==> src/source/mapperPkg.sv <==
`default_nettype none

package mapperPkg;

	// Map and screen geometry
	localparam int MapW = 320;
	localparam int MapH = 240;
	localparam int TexelShift = 2;
	localparam int SpriteX0 = 311;
	localparam int SpriteY0 = 340;
	localparam int SpriteW = 19;
	localparam int SpriteH = 29;
	localparam int SheetW = 228;

	// Camera start and limits
	localparam int CamStartX = 100;
	localparam int CamStartY = 100;
	localparam int CamMinX = -311;
	localparam int CamMaxX = 951;
	localparam int CamMinY = -340;
	localparam int CamMaxY = 594;
	localparam int StepDelay = 8;

	localparam int CoordW = 11;
	localparam int CamW = 13;
	localparam int MapAddrW = 17;
	localparam int SpriteAddrW = 13;

	// Same coding as the direction input
	typedef enum logic [1:0] {
		dirUp = 2'd0,
		dirRight = 2'd1,
		dirDown = 2'd2,
		dirLeft = 2'd3
	} direction_t;

	// Walk cycle order
	typedef enum logic [1:0] {
		stepRest1 = 2'd0,
		stepMove1 = 2'd1,
		stepRest2 = 2'd2,
		stepMove2 = 2'd3
	} walkStep_t;

	typedef struct packed {
		logic moving;
		direction_t direction;
	} walkCmd_t;

	typedef struct packed {
		logic [CoordW-1:0] drawX;
		logic [CoordW-1:0] drawY;
		logic visible;
	} pixelPos_t;

	typedef struct packed {
		logic up;
		logic left;
		logic down;
		logic right;
	} blockFlags_t;

	typedef struct packed {
		logic [7:0] red;
		logic [7:0] green;
		logic [7:0] blue;
	} rgb_t;

	typedef struct packed {
		logic signed [CamW-1:0] camX;
		logic signed [CamW-1:0] camY;
	} camera_t;

	typedef struct packed {
		logic inMap;
		logic inSprite;
		logic visible;
	} stageFlags_t;

	// Index 0 is see-through
	localparam rgb_t spritePalette [16] = '{
		24'h000000, 24'hf8f8f8, 24'h101010, 24'hf0b080,
		24'hd07048, 24'he02828, 24'h901818, 24'h2858d0,
		24'h183890, 24'h50a040, 24'h306828, 24'hf8d848,
		24'ha07828, 24'h604020, 24'h909098, 24'h505058
	};

	function automatic int unsigned sheetColumn(direction_t dir, walkStep_t stp);
		int unsigned base;
		int unsigned offs;
		case (dir)
			dirDown: base = 0;
			dirLeft: base = 57;
			dirUp: base = 114;
			default: base = 171;
		endcase
		case (stp)
			stepMove1: offs = 0;
			stepMove2: offs = 38;
			default: offs = 19;
		endcase
		return base + offs;
	endfunction

endpackage

`default_nettype wire

==> src/source/walkController.sv <==
`timescale 1ns/1ps
`default_nettype none

module walkController #(
	parameter int MapW = mapperPkg::MapW,
	parameter int SpriteX0 = mapperPkg::SpriteX0,
	parameter int SpriteY0 = mapperPkg::SpriteY0,
	parameter int CamStartX = mapperPkg::CamStartX,
	parameter int CamStartY = mapperPkg::CamStartY,
	parameter int StepDelay = mapperPkg::StepDelay
) (
	input logic Clk,
	input logic rst,
	input logic frameTick,
	input mapperPkg::walkCmd_t walk,
	input mapperPkg::blockFlags_t collisionData,
	output mapperPkg::camera_t camera,
	output mapperPkg::direction_t facing,
	output mapperPkg::walkStep_t step,
	output logic [mapperPkg::MapAddrW-1:0] collisionAddr
);
	import mapperPkg::*;

	localparam int DelayW = (StepDelay > 1) ? $clog2(StepDelay) : 1;

	logic [DelayW-1:0] delayCnt;
	logic [1:0] stepNext;
	logic signed [CamW:0] charX;
	logic signed [CamW:0] charY;
	logic signed [CamW:0] tileX;
	logic signed [CamW:0] tileY;
	logic canUp;
	logic canDown;
	logic canLeft;
	logic canRight;

	// Character sits at a fixed offset from the camera
	always_comb begin
		charX = camera.camX + (CamW + 1)'(SpriteX0);
		charY = camera.camY + (CamW + 1)'(SpriteY0);
		tileX = charX >>> TexelShift;
		tileY = charY >>> TexelShift;
		collisionAddr = MapAddrW'(tileY * MapW + tileX);
	end

	// Bounds and blocking per direction
	always_comb begin
		canUp = (camera.camY > CamMinY) && !collisionData.up;
		canDown = (camera.camY <= CamMaxY) && !collisionData.down;
		canLeft = (camera.camX > CamMinX) && !collisionData.left;
		canRight = (camera.camX <= CamMaxX) && !collisionData.right;
	end

	assign stepNext = step + 2'd1;

	always_ff @(posedge Clk) begin
		if (rst) begin
			camera.camX <= CamW'(CamStartX);
			camera.camY <= CamW'(CamStartY);
			facing <= dirUp;
			step <= stepRest1;
			delayCnt <= '0;
		end else if (frameTick) begin
			if (!walk.moving) begin
				step <= stepRest1;
			end else if (walk.direction != facing) begin
				// Turn in place first
				facing <= walk.direction;
				step <= stepRest1;
			end else begin
				if (delayCnt == '0) begin
					step <= walkStep_t'(stepNext);
				end
				if (delayCnt == DelayW'(StepDelay - 1)) begin
					delayCnt <= '0;
				end else begin
					delayCnt <= delayCnt + 1'b1;
				end
				case (facing)
					dirUp: begin
						if (canUp) begin
							camera.camY <= camera.camY - 1'b1;
						end
					end
					dirDown: begin
						if (canDown) begin
							camera.camY <= camera.camY + 1'b1;
						end
					end
					dirLeft: begin
						if (canLeft) begin
							camera.camX <= camera.camX - 1'b1;
						end
					end
					default: begin
						if (canRight) begin
							camera.camX <= camera.camX + 1'b1;
						end
					end
				endcase
			end
		end
	end

endmodule

`default_nettype wire

==> src/source/sceneAddress.sv <==
`timescale 1ns/1ps
`default_nettype none

module sceneAddress #(
	parameter int MapW = mapperPkg::MapW,
	parameter int MapH = mapperPkg::MapH,
	parameter int SheetW = mapperPkg::SheetW,
	parameter int SpriteX0 = mapperPkg::SpriteX0,
	parameter int SpriteY0 = mapperPkg::SpriteY0
) (
	input logic Clk,
	input logic rst,
	input mapperPkg::pixelPos_t pixel,
	input mapperPkg::camera_t camera,
	input mapperPkg::direction_t facing,
	input mapperPkg::walkStep_t step,
	output logic [mapperPkg::MapAddrW-1:0] mapAddr,
	output logic [mapperPkg::SpriteAddrW-1:0] spriteAddr,
	output mapperPkg::stageFlags_t stageFlags
);
	import mapperPkg::*;

	logic signed [CamW:0] worldX;
	logic signed [CamW:0] worldY;
	logic signed [CamW:0] texelX;
	logic signed [CamW:0] texelY;
	logic [CoordW-1:0] relX;
	logic [CoordW-1:0] relY;
	logic inMap;
	logic inSprite;
	logic [MapAddrW-1:0] mapAddrNext;
	logic [SpriteAddrW-1:0] spriteAddrNext;

	// Screen to world, then world to texel
	always_comb begin
		worldX = $signed({3'b000, pixel.drawX}) + camera.camX;
		worldY = $signed({3'b000, pixel.drawY}) + camera.camY;
		texelX = worldX >>> TexelShift;
		texelY = worldY >>> TexelShift;
		inMap = (worldX >= 0) && (worldY >= 0) && (texelX < MapW) && (texelY < MapH);
		if (inMap) begin
			mapAddrNext = MapAddrW'(texelY * MapW + texelX);
		end else begin
			mapAddrNext = '0;
		end
	end

	// Character window and sheet lookup
	always_comb begin
		relX = pixel.drawX - CoordW'(SpriteX0);
		relY = pixel.drawY - CoordW'(SpriteY0);
		inSprite = (pixel.drawX >= SpriteX0) && (pixel.drawX < SpriteX0 + SpriteW)
			&& (pixel.drawY >= SpriteY0) && (pixel.drawY < SpriteY0 + SpriteH);
		if (inSprite) begin
			spriteAddrNext = SpriteAddrW'(SheetW * relY + relX + sheetColumn(facing, step));
		end else begin
			spriteAddrNext = '0;
		end
	end

	always_ff @(posedge Clk) begin
		if (rst) begin
			mapAddr <= '0;
			spriteAddr <= '0;
			stageFlags <= '0;
		end else begin
			mapAddr <= mapAddrNext;
			spriteAddr <= spriteAddrNext;
			stageFlags.inMap <= inMap;
			stageFlags.inSprite <= inSprite;
			stageFlags.visible <= pixel.visible;
		end
	end

endmodule

`default_nettype wire

==> src/source/pixelCompositor.sv <==
`timescale 1ns/1ps
`default_nettype none

module pixelCompositor (
	input logic Clk,
	input logic rst,
	input mapperPkg::stageFlags_t stageFlags,
	input logic [7:0] mapData,
	input logic [3:0] spriteData,
	output mapperPkg::rgb_t rgb
);
	import mapperPkg::*;

	stageFlags_t flagsD;
	rgb_t mapColor;
	rgb_t rgbNext;

	// Memories answer one cycle later
	always_ff @(posedge Clk) begin
		if (rst) begin
			flagsD <= '0;
		end else begin
			flagsD <= stageFlags;
		end
	end

	// RGB332 widened by repeating the top bits
	always_comb begin
		mapColor.red = {mapData[7:5], mapData[7:5], mapData[7:6]};
		mapColor.green = {mapData[4:2], mapData[4:2], mapData[4:3]};
		mapColor.blue = {4{mapData[1:0]}};
	end

	always_comb begin
		if (!flagsD.visible || !flagsD.inMap) begin
			rgbNext = '0;
		end else if (flagsD.inSprite && (spriteData != 4'd0)) begin
			rgbNext = spritePalette[spriteData];
		end else begin
			rgbNext = mapColor;
		end
	end

	always_ff @(posedge Clk) begin
		if (rst) begin
			rgb <= '0;
		end else begin
			rgb <= rgbNext;
		end
	end

endmodule

`default_nettype wire

==> src/source/colorMapperTop.sv <==
`timescale 1ns/1ps
`default_nettype none

module colorMapperTop #(
	parameter int MapW = mapperPkg::MapW,
	parameter int MapH = mapperPkg::MapH,
	parameter int SheetW = mapperPkg::SheetW,
	parameter int SpriteX0 = mapperPkg::SpriteX0,
	parameter int SpriteY0 = mapperPkg::SpriteY0,
	parameter int CamStartX = mapperPkg::CamStartX,
	parameter int CamStartY = mapperPkg::CamStartY,
	parameter int StepDelay = mapperPkg::StepDelay
) (
	input logic Clk,
	input logic rst,
	input logic frameTick,
	input mapperPkg::walkCmd_t walk,
	input mapperPkg::pixelPos_t pixel,
	output logic [mapperPkg::MapAddrW-1:0] mapAddr,
	input logic [7:0] mapData,
	output logic [mapperPkg::SpriteAddrW-1:0] spriteAddr,
	input logic [3:0] spriteData,
	output logic [mapperPkg::MapAddrW-1:0] collisionAddr,
	input mapperPkg::blockFlags_t collisionData,
	output mapperPkg::rgb_t rgb
);
	import mapperPkg::*;

	camera_t camera;
	direction_t facing;
	walkStep_t step;
	stageFlags_t stageFlags;

	walkController #(
		.MapW(MapW),
		.SpriteX0(SpriteX0),
		.SpriteY0(SpriteY0),
		.CamStartX(CamStartX),
		.CamStartY(CamStartY),
		.StepDelay(StepDelay)
	) walk0 (
		.Clk(Clk),
		.rst(rst),
		.frameTick(frameTick),
		.walk(walk),
		.collisionData(collisionData),
		.camera(camera),
		.facing(facing),
		.step(step),
		.collisionAddr(collisionAddr)
	);

	// Stage 1 addresses, stages 2 and 3 colour
	sceneAddress #(
		.MapW(MapW),
		.MapH(MapH),
		.SheetW(SheetW),
		.SpriteX0(SpriteX0),
		.SpriteY0(SpriteY0)
	) scene0 (
		.Clk(Clk),
		.rst(rst),
		.pixel(pixel),
		.camera(camera),
		.facing(facing),
		.step(step),
		.mapAddr(mapAddr),
		.spriteAddr(spriteAddr),
		.stageFlags(stageFlags)
	);

	pixelCompositor comp0 (
		.Clk(Clk),
		.rst(rst),
		.stageFlags(stageFlags),
		.mapData(mapData),
		.spriteData(spriteData),
		.rgb(rgb)
	);

endmodule

`default_nettype wire

==> config.mk <==
export PLATFORM = sky130hd
export DESIGN_NAME = colorMapperTop
export DESIGN_NICKNAME = d
export VERILOG_FILES = /design/src/source/mapperPkg.sv /design/src/source/walkController.sv /design/src/source/sceneAddress.sv /design/src/source/pixelCompositor.sv /design/src/source/colorMapperTop.sv
export SDC_FILE = /design/constraint.sdc
export NUM_CORES = 1
export LEC_CHECK = 0
export BUFFER_PORTS_ARGS = -buffer_cell sky130_fd_sc_hd__buf_2
export CAP_MARGIN = 10
export CORE_UTILIZATION = 50
export DETAILED_ROUTE_END_ITERATION = 6
export PLACE_DENSITY = 0.7
export SKIP_CTS_REPAIR_TIMING = 1
export SYNTH_ARGS = -nofsm -noshare
export SYNTH_HDL_FRONTEND = slang
export SYNTH_SLANG_ARGS = --single-unit
export TNS_END_PERCENT = 10
==> constraint.sdc <==
create_clock -name Clk -period 6.25 [get_ports Clk]
set_input_delay 1.25 -clock Clk [delete_from_list [all_inputs] [get_ports Clk]]
set_output_delay 1.25 -clock Clk [all_outputs]
set_load 0.01 [all_outputs]
Word-level counts from Yosys, hierarchy flattened:

Memory sizes are Yosys's and may differ from the RTL's.
Cells that the tools add are included.

* register bits after elaboration: 93
* bits in read-only memories: 384
* output and inout port bits: 71
* memories: 1

* $add $sub $neg: 17
* multipliers: 3
* magnitude comparators: 13
* equal/unequal tests: 10
* multiplexer cells: 17
* bitwise gates (word level): 5
* reduce and logical (&&, ||, !) cells: 32

Memory list
* (name not given): depth 16, bits a word 24, read ports 1, clocked after Yosys merged registers in 0, wr ports 0, RTL line pixelCompositor.sv:38 `rgbNext = spritePalette[spriteData];`

Operator list (count)
* 13-bit 2-to-1 mux: 6
* 24-bit 2-to-1 mux: 3
* 13-bit one-hot mux with 2 select lines: 2
* 17-bit by 12-bit adder with 17-bit output: 2
* 12-bit by 13-bit adder with 14-bit output: 2
* 13-bit by 10-bit adder with 14-bit output (second input constant): 2
* 14-bit by 1-bit greater-or-equal comparator with 1-bit output (second input constant): 2
* 13-bit by 1-bit adder with 13-bit output (second input constant): 2
* 13-bit adder: 2
* 13-bit by 10-bit > comparator with 1-bit output (second input constant): 2
* 13-bit by 11-bit less-or-equal comparator with 1-bit output (second input constant): 2
* 13-bit by 1-bit subtractor with 13-bit output (second input constant): 2
* 12-bit by 4-bit multiplier with 11-bit output (second input constant): 2
* 8-bit one-hot mux with 3 select lines: 1
* 11-bit by 9-bit greater-or-equal comparator with 1-bit output (second input constant): 2
* 11-bit by 9-bit < comparator with 1-bit output (second input constant): 2
* 11-bit by 9-bit subtractor with 11-bit output (second input constant): 2
* 13-bit by 11-bit adder with 13-bit output: 1
* 12-bit by 10-bit < comparator with 1-bit output (second input constant): 1
* 12-bit by 9-bit < comparator with 1-bit output (second input constant): 1
* 6-bit one-hot mux with 2 select lines: 1
* 6-bit AND reduction: 2
* 1-bit logical AND: 11
* 6-bit by 11-bit multiplier with 11-bit output (first input constant): 1
* 22 further kinds: 41

Longest topological paths before layout:

* word-level depth: 7
* mapped depth: 23

Modules after synthesis:

Synthesis repeated with hierarchy kept, for this count alone.

* cells, all modules: 1162
* area total of the unflattened synthesis: 9645.5 um^2

Modules (own cells, without submodules)
* sceneAddress: times used 1, cells each 528, area each 4568.1 um^2, sequential area each 660.6 um^2
* walkController: times used 1, cells each 497, area each 3823.7 um^2, sequential area each 660.6 um^2
* pixelCompositor: times used 1, cells each 137, area each 1253.7 um^2, sequential area each 520.5 um^2

Worst setup path after synthesis:

Ideal clock, no wire load.

* kind: input to register
* start: in pixel[4] in the netlist's numbering
* end: reg scene0.spriteAddr[12] in the netlist's numbering
* library setup time: 0.128 ns
* arrival: 5.412 ns
* required time: 6.122 ns
* slack: 0.710 ns
* stages on the path: 17
* cell sequence: o21a_1 -> xnor2_1 -> fa_1 -> ha_1 -> ha_1 -> inv_1 -> fa_1 -> inv_1 -> ha_1 -> ha_1 -> nor2b_1 -> a311o_1 -> or2_2 -> a31oi_1 -> o21ai_0 -> xnor2_1 -> nor2_1

* longest elaborated chain between the ends: 5
* elaborated cells between the ends (all ways): 10
* classes of those cells: 3 x add/sub; 1 x mul; 2 x order compare; 1 x bitwise; 3 x reduce/logical

Ends and longest elaborated chain
* from (decl): RTL line colorMapperTop.sv:18 `input mapperPkg::pixelPos_t pixel,`
* parallel branches: the longest is 5 deep, another holds 13-bit by 11-bit adder with 13-bit output
* to (signal assigned): RTL line sceneAddress.sv:68 `spriteAddr <= spriteAddrNext;`
* to (decl): RTL line sceneAddress.sv:18 `output logic [mapperPkg::SpriteAddrW-1:0] spriteAddr,`

Several ways; the timed one is not identified.
A chain may end at the register's enable or synchronous reset.

Worst setup path in the final report:

* start: in pixel[3] in the netlist's numbering
* end: reg scene0.spriteAddr[12] in the netlist's numbering

The elaborated chain is that of the path after synthesis.

==> results.py <==
metrics = {
    "clocking": {
        "cts_tree": "done",
        "htree_levels": 3,
        "clk_latency_ns": 0.36,
        "clockBufferDepth": 2,
        "clk_pin_slew_ns": 0.07,
        "numCtsBuffers": 9,
        "root_buffer": "clkbuf_16",
        "clock-sinks": 92,
    },
    "floorplanning": {
        "die_w_um": 138.0,
        "io_pins": 116,
        "die_h_um": 138.0,
        "start_util": 0.5129,
        "core-area_um2": 18020,
        "num_rows": 49,
        "die-area_um2": 19040,
    },
    "sta": {
        "slew_headroom": 0.3815,
        "finalCriticalPeriod_ns": 5.496,
        "setup_tns_ns": 0,
        "hold_violations": 0,
        "finalClockSkew_ns": 0.01149,
        "setup_viol": 0,
        "worstMarginPinSlew_ns": 0.9277,
        "timing.fmax_mhz": 182.0,
        "period_share": 0.8793,
        "report.final.slew_viol_count": 0,
        "rsz0062_at_grt": "false",
    },
    "place": {
        "dp_cells": 1393,
        "portBuffers": 115,
        "gp_congestion": 0.8787,
        "place_hpwl_um": 15790,
    },
    "critical_path": {
        "crit_slowest_cell": "fa_1",
        "setup.worst_path.class": "in -> reg",
        "cp_common_cell": "ha_1",
        "cp.required_ns": 6.49,
        "worst-r2r-setup-slack_ns": 1.51,
        "worstSetupStartpointType": "primary input",
        "crit_buf_inv": 4,
        "crit_path_end_kind": "register",
        "path_cells": "buf_2 -> inv_1 -> fa_1 -> fa_1 -> ha_1 -> ha_1 -> inv_1 -> fa_1 -> inv_1 -> ha_1 -> ha_1 -> nor2b_1 -> a311o_1 -> or2_2 -> a31oi_1 -> o21ai_0 -> xnor2_1 -> nor2_1",
        "cpLargestDelayFamily": "adder cells",
        "cp.arrival_ns": 5.73,
        "critPathMaxFanout": 8,
        "slowest_delay_ns": 0.52,
    },
    "power": {
        "powerDensity_nw_per_um2": 243.4,
        "leakagePower_nw": 4.891,
        "power_frac_seq": 0.244,
        "clockPowerShare": 0.235,
        "p_int_mw": 1.557,
        "pwr-share-comb": 0.521,
        "p_total_mw": 2.503,
        "switchingPower_mw": 0.9459,
        "p_sw_frac": 0.3779,
        "ir_worst_vdd_mv": 0.2013,
    },
    "finish": {
        "stdcell_count": 1409,
        "n_fill_cell": 1694,
        "multi_input_area_um2": 6905,
        "regArea_um2": 1842,
        "fin_nets": 1395,
        "diodes": 0,
        "layout-drive-gt1-share": 0.1441,
        "syn2layout_area_growth_pct": 11.22,
    },
    "run_status": {
        "status": "complete, no violations",
    },
    "drt": {
        "drt-vias-per-instance": 5.308,
        "drt_iter0_markers": 293,
        "dr.pass1.iters": 5,
        "drc_errors": 0,
        "wl_um": 19710,
        "dr_total_vias": 7479,
        "wl_per_cell_um": 13.99,
        "postRouteAntennaNets": 0,
    },
    "synthesis": {
        "synth_area_leaders": "ha_1 (20%), dfxtp_1 (20%), xnor2_1 (9.1%)",
        "avgSynthCellArea_um2": 8.600,
        "synth_seq_cells": 92,
        "yosysMostFrequentCell": "ha_1",
        "synth_common_cells": "ha_1 (148), nor2_1 (106), xnor2_1 (96)",
        "synth_edf_count": 0,
        "ys_seq_area_frac": 0.1992,
        "synth_largest_area_cell": "ha_1",
        "synth_cell_types": 67,
        "yosys.area.top_type_share": 0.2003,
        "synth_cells": 1075,
        "synth_warnings": 0,
        "synth_area_um2": 9245,
        "synth_nets": 1295,
        "async_reset_ff_frac": 0,
        "synthFlopType": "dfxtp_1",
    },
    "global_route": {
        "grt_overflow": 0,
        "grt_max_degree": 42,
        "grt_pass1_wl_um": 32110,
        "grt_usage": 0.2147,
        "antenna_found_initial": 1,
        "first_global_vias": 6967,
    },
    "min_path": {
        "hp-class": "reg -> reg",
    },
    "run": {
        "drv_cap": 0,
    },
}
==> per-layer routing <==
metal	wire, um	up-vias	global-route usage
li1	-	3922	-
met1	9415	3415	0.2740
met2	9199	120	0.3711
met3	816	20	0.03107
met4	265	2	0.06582
met5	13	-	0
==> area by class of cell <==
class | instances | area share
Inverter | 88 | 0.03212
Sequential cell | 92 | 0.1791
Tap cell | 229 | 0.02787
Clock inverter | 7 | 0.008518
Timing Repair Buffer | 119 | 0.05889
Clock buffer | 9 | 0.02190
Multi-Input combinational cell | 865 | 0.6716
==> through the flow <==
stage                     setup WS [ns]  cell area (um2)  hold slack [ns]    util
after global placement           0.4093             9970           0.4164  0.5531
after detailed placement         0.3383             9970           0.4319  0.5531
final                            0.7541            10280           0.4390  0.5705
after floorplan                  0.7104             9245           0.4138       -
after CTS                        0.7450            10280           0.4413  0.5705
after global routing             0.4703            10280           0.4715  0.5705
==> worst paths after layout <==
kind | end | depth (start not counted) | startpoint
worst min-delay path | comp0.flagsD[0]$_SDFF_PP0_ | 1 | scene0.stageFlags[0]$_SDFF_PP0_
worst min register to register | comp0.flagsD[0]$_SDFF_PP0_ | 1 | scene0.stageFlags[0]$_SDFF_PP0_
worst max register to register | scene0.mapAddr[16]$_SDFF_PP0_ | 19 | walk0.camera[0]$_SDFFE_PP0P_
worst max-delay path | scene0.spriteAddr[12]$_SDFF_PP0_ | 18 | pixel[3]
==> registers in the layout, indices dropped and copies added (netlist names) <==
signal             count
comp0.rgb             23
scene0.stageFlags      3
walk0.step             2
scene0.mapAddr        17
walk0.delayCnt         3
comp0.flagsD           3
walk0.camera          26
scene0.spriteAddr     13
walk0.facing           2
==> cells by family (layout without fill, tap and decap cells) <==
logic type	Yosys count	in the layout	synth area share
flip-flops	92	92	0.1992
AO/OA/AOI/OAI	244	244	0.1796
XOR/XNOR	138	138	0.1307
multiplexers	26	26	0.02856
adder cells (fa/ha/maj)	175	175	0.2588
buffers and inverters	118	223	0.05386
AND/OR/NAND/NOR	282	282	0.1493
==> power groups by stage <==
stage	Clock (mW)	Combinational [mW]	Sequential, mW
4_1_cts	0.602	1.32	0.612
5_1_grt	0.629	1.49	0.615
3_5_place_dp	0	1.31	0.625
2_1_floorplan	0	1.08	0.630
3_3_place_gp	0	1.29	0.625
6_report	0.587	1.30	0.612
==> layout by cell type (no fill, tap or decap), types with 5 or more instances in the layout <==
cell type / synthesis / routed
xnor2_1: 96 / 96
ha_1: 148 / 148
fa_1: 27 / 27
nand2_1: 55 / 55
inv_1: 88 / 88
o21bai_1: 9 / 9
a21oi_1: 78 / 78
a211oi_1: 11 / 11
o211ai_1: 6 / 6
clkbuf_16: 0 / 9
dfxtp_1: 92 / 92
nor4_1: 6 / 6
xor2_1: 42 / 42
o21ai_0: 57 / 57
a21o_1: 17 / 17
nor2b_1: 29 / 29
nand3_1: 14 / 14
or3_1: 10 / 10
nor3_1: 10 / 10
and2_1: 13 / 13
a211o_1: 5 / 5
o21a_1: 10 / 10
nor2_1: 106 / 106
buf_2: 2 / 115
nand2b_1: 10 / 10
mux2i_1: 23 / 23
or2_2: 10 / 10
a31oi_1: 8 / 8
o31ai_1: 6 / 6
==> worst reg2reg max path, stage by stage, from the launching register on <==
cell and delay (ns):
dfxtp_1 0.49, ha_1 0.26, inv_1 0.07, fa_1 0.42, nor2b_1 0.17, o31a_1 0.23
nor4_1 0.08, a211oi_2 0.34, xnor2_1 0.19, fa_1 0.48, a21o_1 0.17, a21oi_1 0.22
xnor2_1 0.10, ha_1 0.22, or3_1 0.31, a211oi_1 0.32, o31ai_1 0.15, xnor2_1 0.20
xor2_1 0.15, nor2_1 0.05
Note: power is estimated with default switching activity, not from simulation.
